[src/rtl/esp_link_pkg.sv]
package esp_link_pkg;

    // Bus and register geometry
    parameter int BYTE_W            = 8;   // ESP32 parallel bus width
    parameter int WORD_W            = 32;  // Register word width
    parameter int BYTES_PER_WORD    = 4;   // Bytes packed per word
    parameter int ADDR_W            = 5;   // Register address width
    parameter int NUM_REGS          = 32;  // Registers in the bank

    // Address sequence wraps from here back to 1
    parameter int DEFAULT_LAST_ADDR = 31;

    // One byte off the ESP32 bus
    typedef logic [BYTE_W-1:0] esp_byte_t;

    // One register word, MSB byte first
    typedef logic [WORD_W-1:0] reg_word_t;

    // Register index
    typedef logic [ADDR_W-1:0] reg_addr_t;

    // Completed passes over registers 1..LAST_ADDR
    typedef logic [15:0] frame_cnt_t;

endpackage

[src/rtl/esp_word_assembler.sv]
`timescale 1ns/100ps

module esp_word_assembler #(
    parameter esp_link_pkg::reg_addr_t LAST_ADDR =
        esp_link_pkg::reg_addr_t'(esp_link_pkg::DEFAULT_LAST_ADDR)
) (
    input  logic                      clk,
    input  logic                      nrst,
    input  esp_link_pkg::esp_byte_t   esp_in,       // Sampled on every rising edge
    output logic                      addr_strobe,  // First byte of a word taken
    output esp_link_pkg::reg_addr_t   word_addr,    // Address for that word
    output logic                      word_strobe,  // Fourth byte taken, word complete
    output esp_link_pkg::reg_word_t   word_data     // Completed word
);
    import esp_link_pkg::*;

    localparam int CNT_W = $clog2(BYTES_PER_WORD);

    reg_word_t        shift_reg;    // Bytes shift in from the low end
    logic [CNT_W-1:0] byte_cnt;     // Position of the next byte in its word
    reg_addr_t        next_addr;    // Address handed to the next word
    logic             first_byte;   // Byte at this edge opens a word
    logic             last_byte;    // Byte at this edge closes a word
    reg_addr_t        addr_after;   // Sequence step after next_addr

    assign first_byte = (byte_cnt == '0);
    assign last_byte  = (byte_cnt == CNT_W'(BYTES_PER_WORD - 1));

    // Register 0 only once, then 1..LAST_ADDR round and round
    always_comb begin
        if (next_addr == LAST_ADDR) begin
            addr_after = reg_addr_t'(1);  // Wrap skips the control word
        end else begin
            addr_after = next_addr + reg_addr_t'(1);
        end
    end

    // Shift register, one byte per clock, MSB first
    always_ff @(posedge clk) begin
        if (!nrst) begin
            shift_reg <= '0;  // Partial word is dropped
        end else begin
            shift_reg <= {shift_reg[WORD_W-BYTE_W-1:0], esp_in};
        end
    end

    // Byte position inside the current word
    always_ff @(posedge clk) begin
        if (!nrst) begin
            byte_cnt <= '0;
        end else if (last_byte) begin
            byte_cnt <= '0;  // Next byte starts a new word
        end else begin
            byte_cnt <= byte_cnt + 1'b1;
        end
    end

    // Address bookkeeping
    always_ff @(posedge clk) begin
        if (!nrst) begin
            next_addr <= '0;  // Control word comes first
            word_addr <= '0;
        end else if (first_byte) begin
            word_addr <= next_addr;   // Latched with the first byte
            next_addr <= addr_after;
        end
    end

    // Strobes, one cycle after the byte that triggers them
    always_ff @(posedge clk) begin
        if (!nrst) begin
            addr_strobe <= 1'b0;
            word_strobe <= 1'b0;
        end else begin
            addr_strobe <= first_byte;
            word_strobe <= last_byte;
        end
    end

    // Shift register holds the full word during the word_strobe cycle
    assign word_data = shift_reg;

endmodule

[src/rtl/ext_reg_writer.sv]
`timescale 1ns/100ps

module ext_reg_writer #(
    parameter esp_link_pkg::reg_addr_t LAST_ADDR =
        esp_link_pkg::reg_addr_t'(esp_link_pkg::DEFAULT_LAST_ADDR)
) (
    input  logic                      clk,
    input  logic                      nrst,
    input  logic                      addr_strobe,
    input  esp_link_pkg::reg_addr_t   word_addr,
    input  logic                      word_strobe,
    input  esp_link_pkg::reg_word_t   word_data,
    output logic                      wr_en,        // One-cycle write pulse
    output esp_link_pkg::reg_addr_t   wr_addr,
    output esp_link_pkg::reg_word_t   wr_data,
    output logic                      frame_done,   // Same cycle as write to LAST_ADDR
    output esp_link_pkg::frame_cnt_t  frame_count
);
    import esp_link_pkg::*;

    reg_addr_t pend_addr;    // Address waiting for its word
    logic      pend_valid;   // pend_addr belongs to an open word
    logic      commit;       // Word arrives with an address in hand
    logic      last_slot;    // Committed address closes a frame

    assign commit    = word_strobe && pend_valid;
    assign last_slot = (pend_addr == LAST_ADDR);

    // Pending address, held three cycles until the word shows up
    always_ff @(posedge clk) begin
        if (!nrst) begin
            pend_valid <= 1'b0;
        end else if (addr_strobe) begin
            pend_valid <= 1'b1;  // New word opened
        end else if (word_strobe) begin
            pend_valid <= 1'b0;  // Consumed, or orphan word dropped
        end
    end

    always_ff @(posedge clk) begin
        if (addr_strobe) begin
            pend_addr <= word_addr;
        end
    end

    // Write pulse and frame marker
    always_ff @(posedge clk) begin
        if (!nrst) begin
            wr_en      <= 1'b0;
            frame_done <= 1'b0;
        end else begin
            wr_en      <= commit;
            frame_done <= commit && last_slot;
        end
    end

    // Write payload, only meaningful under wr_en
    always_ff @(posedge clk) begin
        if (commit) begin
            wr_addr <= pend_addr;
            wr_data <= word_data;
        end
    end

    // Frame counter steps on the edge that stores the LAST_ADDR word
    always_ff @(posedge clk) begin
        if (!nrst) begin
            frame_count <= '0;
        end else if (frame_done) begin
            frame_count <= frame_count + frame_cnt_t'(1);  // Rolls over silently
        end
    end

endmodule

[src/rtl/ext_reg_bank.sv]
`timescale 1ns/100ps

module ext_reg_bank (
    input  logic                      clk,
    input  logic                      nrst,
    input  logic                      wr_en,
    input  esp_link_pkg::reg_addr_t   wr_addr,
    input  esp_link_pkg::reg_word_t   wr_data,
    input  esp_link_pkg::reg_addr_t   rd_addr,
    output esp_link_pkg::reg_word_t   rd_data
);
    import esp_link_pkg::*;

    reg_word_t regs [NUM_REGS];  // Register file, entry 0 is control

    // Synchronous write, whole bank cleared in reset
    always_ff @(posedge clk) begin
        if (!nrst) begin
            for (int i = 0; i < NUM_REGS; i++) begin
                regs[i] <= '0;
            end
        end else if (wr_en) begin
            regs[wr_addr] <= wr_data;
        end
    end

    // Plain read, a write shows up only after its edge
    assign rd_data = regs[rd_addr];

endmodule

[src/rtl/esp_ext_reg_top.sv]
`timescale 1ns/100ps

module esp_ext_reg_top #(
    parameter esp_link_pkg::reg_addr_t LAST_ADDR =
        esp_link_pkg::reg_addr_t'(esp_link_pkg::DEFAULT_LAST_ADDR)
) (
    input  logic                      clk,
    input  logic                      nrst,
    input  esp_link_pkg::esp_byte_t   esp_in,       // Byte stream from the ESP32
    input  esp_link_pkg::reg_addr_t   rd_addr,
    output esp_link_pkg::reg_word_t   rd_data,
    output logic                      frame_done,
    output esp_link_pkg::frame_cnt_t  frame_count,
    output logic                      sclk_out      // Sampling clock back to the ESP32
);
    import esp_link_pkg::*;

    // Assembler to writer
    logic      addr_strobe;
    reg_addr_t word_addr;
    logic      word_strobe;
    reg_word_t word_data;

    // Writer to bank
    logic      wr_en;
    reg_addr_t wr_addr;
    reg_word_t wr_data;

    assign sclk_out = clk;  // Forwarded as is

    // Stage 1, bytes to words
    esp_word_assembler #(
        .LAST_ADDR   (LAST_ADDR)
    ) u_assembler (
        .clk         (clk),
        .nrst        (nrst),
        .esp_in      (esp_in),
        .addr_strobe (addr_strobe),
        .word_addr   (word_addr),
        .word_strobe (word_strobe),
        .word_data   (word_data)
    );

    // Stage 2, address pairing and frame tracking
    ext_reg_writer #(
        .LAST_ADDR   (LAST_ADDR)
    ) u_writer (
        .clk         (clk),
        .nrst        (nrst),
        .addr_strobe (addr_strobe),
        .word_addr   (word_addr),
        .word_strobe (word_strobe),
        .word_data   (word_data),
        .wr_en       (wr_en),
        .wr_addr     (wr_addr),
        .wr_data     (wr_data),
        .frame_done  (frame_done),
        .frame_count (frame_count)
    );

    // Stage 3, register file
    ext_reg_bank u_bank (
        .clk         (clk),
        .nrst        (nrst),
        .wr_en       (wr_en),
        .wr_addr     (wr_addr),
        .wr_data     (wr_data),
        .rd_addr     (rd_addr),
        .rd_data     (rd_data)
    );

endmodule

[config.mk]
export PLATFORM = sky130hd
export DESIGN_NAME = esp_ext_reg_top
export DESIGN_NICKNAME = d
export VERILOG_FILES = /design/src/rtl/esp_link_pkg.sv /design/src/rtl/esp_word_assembler.sv /design/src/rtl/ext_reg_writer.sv /design/src/rtl/ext_reg_bank.sv /design/src/rtl/esp_ext_reg_top.sv
export SDC_FILE = /design/constraint.sdc
export NUM_CORES = 1
export LEC_CHECK = 0
export BUFFER_PORTS_ARGS = -buffer_cell sky130_fd_sc_hd__buf_2
export CORE_AREA = 2 2 336 272
export DETAILED_ROUTE_END_ITERATION = 16
export DIE_AREA = 0 0 338 274
export GPL_ROUTABILITY_DRIVEN = 1
export PLACE_DENSITY = 0.83
export SETUP_SLACK_MARGIN = 0.15
export SYNTH_ARGS = -nofsm -noshare
export SYNTH_HDL_FRONTEND = slang
export SYNTH_HIERARCHICAL = 1
export SYNTH_SLANG_ARGS = --single-unit
[constraint.sdc]
create_clock -name clk -period 4.61 [get_ports clk]
set_clock_uncertainty 0.15 [all_clocks]
set_input_delay 0.6915 -clock clk [delete_from_list [all_inputs] [get_ports clk]]
set_output_delay 0.6915 -clock clk [all_outputs]
set_load 0.1 [all_outputs]
==> out/summary.txt, run 1 <==
Achievable Freq - 0.259 GHz
asr flop ratio synth - 0%
Setup crit end kind - output pin
most frequent cells in the layout - 1066 x edfxtp_1, 1058 x and2_1, 519 x mux2i_1, 109 x clkbuf_16, 107 x nand2_1
Leak Pwr - 21.6 nW
Max stage delay cell, worst path - buf_12
Post-synth EDFFs - 1066
switching share of total power - 22.8%
core area - 89800 um2
post-CTS sizing - 0
fin area - 56100 um2
CP dominant cell by count - buf_12
Primary FF master, synth - edfxtp_1
VDD IR max - 520 uV
Detailed Routing Iterations Pass 1 - 6
arrival time worst endpoint - 3020 ps
Die Height - 274 um
Rows - 99
grt ovf - 0
Logic pwr share - 7.5%
Die Span X - 338 um
cell-internal power - 0.0171 W
period utilization - 83.7%
status - completed
final worst-path setup slack - 753 ps
CP Class - in -> out
Required @ worst endpoint - 3770 ps
slowest stage delay, CP - 450 ps
Clk network pwr share - 39.8%
number of global-route vias before repair - 30440
worst min-delay path class - in -> reg
Post-Route Setup TNS - 0 ps
largest net degree at the start of global routing - 87
sum of buffers and inverters on the critical path - 3
CP cell instances - buf_8, buf_12, mux2i_1, a21oi_1, a31oi_1, nand3_1, buf_12
routed len/inst - 26.2 um
worst skew pair latency - 780 ps
Mean Syn Cell Area - 13.5 um2
final hold slack - 25.6 ps
crit path max fanout - 72
total track usage - 28.1%
Syn Std Cell Area - 50500 um2
most common cell after layout, fill and taps aside - edfxtp_1
CTS tree - done
Cell variety after synth - 46
die area - 92600 um2
# DRC - 0
ratio of cells with drive above 1 in the final layout - 10.4%
final hold violations - 0
Final setup violation count - 0
DP Worst Slack - 790 ps
Ports - 65
fin. max-slew vios - 0
relative slew slack - 14.7%
Pwr Density - 394 nW/um2
max_cap viols - 0
overall power - 0.0221 W
routed vias/inst - 6.22
first-pass GRT wire length - 192000 um
Synth Instances - 3741
ANT nets after route - 0
Flop pwr share - 52.7%
register area share after synthesis - 65.9%
WL final - 131000 um
P_sw - 0.00504 W
RSZ-0062 raised after global routing - no
Yosys reg bits - 1131
fillers - 6322
crit path time final - 3860 ps
total number of vias - 30954
hpwl dp - 71800 um
CP top delay family - buffers and inverters
IO buf count - 64
initial antenna violation count - 5
Post-DP Area - 52600 um2
Placer Congestion - 0.848
nets@finish - 3705
Reg clk slew, reported paths - 60 ps
area delta synth->final - 11.1%
Slew @ Worst Pin - 1280 ps
CP startpoint kind - primary input
drt initial violations - 4593
Yosys warnings - 6
Synth Net Count - 3761
Initial Util - 56.3%
## cells in the mapped netlist (40+ instances only)
cell / count / share of area [%]
nor2_1: 47 / 0.35
nand3_1: 101 / 1.0
edfxtp_1: 1066 / 63
clkbuf_1: 235 / 1.7
a21oi_1: 103 / 1.0
o21ai_0: 40 / 0.40
nand2_1: 107 / 0.79
buf_2: 65 / 0.64
a22oi_1: 96 / 1.4
mux2i_1: 519 / 10
a22o_1: 64 / 1.1
and2_1: 1060 / 13
dfxtp_1: 65 / 2.6
## cell type report
class	count	area, um2	share of cell area [%]
inverter	6	22.5	0.0401
timing repair buffer	172	1580	2.82
clock inverter	46	499	0.889
tap	1212	1520	2.70
clock buffer	144	2940	5.24
antenna	1	2.50	0.00446
sequential	1131	33300	59.4
multi-input combinational	2267	16200	28.9
## path summary, 6_finish.rpt
check	from	end	slack (ps)	cells past startpoint
setup / recovery	rd_addr[1]	rd_data[29]	750	7
hold / removal	esp_in[1]	u_assembler/word_data[1]	30	2
setup reg to reg	u_writer/wr_addr[4]	u_bank/regs[7][28]	1690	3
hold reg to reg	u_assembler/word_data[28]	u_writer/wr_data[28]	250	0
## logic make-up after synthesis
kind of cell / synth area share [%]
buffers and inverters: 2.83
adder cells (fa/ha/maj): 0.124
multiplexers: 10.3
AND/OR/NAND/NOR: 16.3
flip-flops: 65.9
AO/OA/AOI/OAI: 4.39
XOR/XNOR: 0.173
## through the flow
step | cells | utilization, %
final | 4979 | 62.5
after global routing | 4978 | 62.5
after floorplan | 3741 | -
after detailed placement | 4782 | 58.6
after CTS | 4978 | 62.5
after global placement | 4782 | 58.6
## what timing repair did
action	in CTS	in global routing
endpoints found under the hold margin	7	0
hold buffers	7	0
buffers inserted	0	0
## power by group through the flow
| stage | Clock (W) | Sequential (W) | Combinational [W] |
|---|---|---|---|
| floorplan | 0.0000819 | 0.0118 | 0.00107 |
| global placement | 0.0000764 | 0.0118 | 0.00160 |
| detailed placement | 0.0000764 | 0.0119 | 0.00162 |
| CTS | 0.00885 | 0.0116 | 0.00163 |
| global route | 0.00923 | 0.0117 | 0.00172 |
| finish | 0.00880 | 0.0117 | 0.00166 |
## sequential cells by signal, indices dropped and copies added, names as in the netlist
| name | cells |
|---|---|
| u_writer/wr_en | 1 |
| u_assembler/word_addr | 5 |
| u_assembler/addr_strobe | 1 |
| u_writer/frame_count | 16 |
| u_writer/wr_addr | 5 |
| u_writer/pend_addr | 5 |
| u_writer/pend_valid | 1 |
| u_writer/frame_done | 1 |
| u_assembler/word_strobe | 1 |
| u_assembler/byte_cnt | 2 |
| u_assembler/word_data | 32 |
| u_assembler/next_addr | 5 |
| u_writer/wr_data | 32 |
| u_bank/regs | 1024 |
## per-layer routing
metal / wire length [um] / vias to the layer above / GRT usage, %
li1: - / 13253 / -
met1: 50600 / 15316 / 40.1
met2: 59400 / 2103 / 43.2
met3: 16800 / 280 / 6.33
met4: 3820 / 2 / 8.62
met5: 13 / - / 0
## worst register-to-register path, cell delays in order, from the launching register on
cell,delay [ps]
edfxtp_1,530
or3b_1,690
o21ai_4,860
buf_4,380
Note: power is estimated with default switching activity, not from simulation.
==> run 2: changes to the inputs <==
==> constraint.sdc (replaced) <==
create_clock -name clk -period 3.61 [get_ports clk]
set_clock_uncertainty 0.15 [all_clocks]
set_input_delay 0.5415 -clock clk [delete_from_list [all_inputs] [get_ports clk]]
set_output_delay 0.5415 -clock clk [all_outputs]
set_load 0.1 [all_outputs]
==> run 2 against run 1 <==
Effect of this change: first-iteration DRC count decreased by 3.2%; cell area is 2.0% higher; non-clock buffer count rose by 65; clock-buffer cell count up 1; global-route usage grew 0.80 points; combinational power rose by 39%; clock power is 31% higher; critical path depth fell by 1; register-to-register slack got worse by 1000 ps; critical endpoint is now rd_data[4]; largest power group unchanged.
==> out/summary.txt, run 2 (same netlist as run 1, synthesis figures left out) <==
status - completed
ratio of cells with drive above 1 in the final layout - 11.7% (+1.3 points)
RSZ-0062 raised after global routing - no
Achievable Freq - 0.298 GHz
number of global-route vias before repair - 31083 (+2.1%)
crit path time final - 3360 ps
crit path max fanout - 1 (-99%)
Required @ worst endpoint - 2920 ps (-850 ps)
Final setup violation count - 0 (unchanged)
Initial Util - 56.3% (unchanged)
max_cap viols - 0 (unchanged)
arrival time worst endpoint - 2670 ps (-350 ps)
Die Span X - 338 um (unchanged)
Reg clk slew, reported paths - 60 ps (about the same)
WL final - 134000 um (+3.0%)
VDD IR max - 462 uV (-11%)
worst setup path startpoint - u_bank/regs[2][4]
relative slew slack - 6.92% (-7.7 points)
Crit Reg-Reg Startpoint - u_writer/wr_addr[4]
nets@finish - 3769 (+1.7%)
overall power - 0.0287 W (+30%)
fillers - 6246 (-1.2%)
hold_sp - u_assembler/word_data[30]
CTS tree - done
fin. max-slew vios - 0 (unchanged)
worst min-delay path class - reg -> reg
worst skew pair latency - 790 ps (about the same)
most common cell after layout, fill and taps aside - edfxtp_1
routed vias/inst - 6.26 (+0.71%)
grt ovf - 0 (unchanged)
ANT nets after route - 0 (unchanged)
die area - 92600 um2 (unchanged)
hpwl dp - 78400 um (+9.2%)
routed len/inst - 26.6 um (+1.5%)
Die Height - 274 um (unchanged)
Reg with most FFs - u_bank/regs
Pwr Density - 501 nW/um2 (+27%)
Leak Pwr - 22.2 nW (+2.5%)
Rows - 99 (unchanged)
area delta synth->final - 13.3%
post-route insts no fill - 5049 (+1.4%)
Detailed Routing Iterations Pass 1 - 6 (unchanged)
dpl cells - 4835 (+1.1%)
CP Class - reg -> out
# DRC - 0 (unchanged)
period utilization - 93.1%
final hold violations - 0 (unchanged)
total number of vias - 31612 (+2.1%)
total track usage - 28.9% (+0.80 points)
most frequent cells in the layout - 1066 x edfxtp_1, 1058 x and2_1, 519 x mux2i_1, 125 x buf_4, 115 x clkbuf_16
Placer Congestion - 0.874 (+3.0%)
CP startpoint kind - flip-flop
Util after Layout - 63.7% (+1.2 points)
max reg flops - 1024 (unchanged)
largest net degree at the start of global routing - 53 (-39%)
IO buf count - 64 (unchanged)
core area - 89800 um2 (unchanged)
drt initial violations - 4445 (-3.2%)
Setup crit end kind - output pin
initial antenna violation count - 3 (-2)
first-pass GRT wire length - 198000 um (+2.8%)
Ports - 65 (unchanged)
Slew @ Worst Pin - 1400 ps (+116 ps)
[run 2: repair_timing]
item                                   4_1_cts  5_1_grt
hold buffers                                15        0
setup buffers                                0        4
resized for setup                            0        2
setup endpoints to repair                    0        3
endpoints found under the hold margin       22        0
[run 2: area by class of cell]
class / instances / area (um2) / area share, %
flip-flops and latches: 1131 / 33300 / 58.2
multi-input cells: 2267 / 16300 / 28.4
clock buffers: 145 / 3060 / 5.35
repair buffers: 237 / 2590 / 4.52
well taps: 1212 / 1520 / 2.65
clock inverters: 47 / 478 / 0.835
inverters: 6 / 22.5 / 0.0393
diodes: 4 / 10.0 / 0.0175
[run 2: routing by layer]
metal / share of wire, % / wire, um / vias to the layer above / global-route usage [%]
met1: 39 / 52100 / 15703 / 40.7
met4: 3.4 / 4600 / 0 / 9.85
li1: - / - / 13398 / -
met2: 45 / 60900 / 2193 / 44.5
met3: 13 / 16900 / 318 / 6.46
met5: 0 / 0 / - / 0
[run 2: path summary, 6_finish.rpt]
check,end,slack (ps),cells past startpoint
min,u_writer/wr_data[30],250,0
min reg2reg,u_writer/wr_data[30],250,0
max reg2reg,u_bank/regs[9][23],640,3
max,rd_data[4],250,6
[run 2: worst max-delay path, stage by stage, from the launching register on]
cell      delay, ps
edfxtp_1        340
mux2i_1          90
a22o_1          250
nor3_1          510
a31oi_1         180
nand3_1         280
buf_12          220
[run 2: stage by stage]
| step | instance area, um2 | setup TNS (ps) | worst slack [ps] | hold WS (ps) |
|---|---|---|---|---|
| 6_report | 57200 | 0 | 249 | 251 |
| 4_1_cts | 57200 | 0 | 179 | 253 |
| 3_5_place_dp | 53500 | 0 | 189 | 239 |
| 5_1_grt | 57200 | 0 | 234 | 255 |
| 3_3_place_gp | 53500 | 0 | 200 | 236 |
| 2_1_floorplan | 50500 | -188140 | -498 | 236 |
[run 2: power breakdown]
| part | total [W] | internal [W] | switching, W |
|---|---|---|---|
| combinational | 0.00231 | 0.000759 | 0.00156 |
| clock | 0.0115 | 0.00663 | 0.00484 |
| sequential | 0.0149 | 0.0147 | 0.000160 |
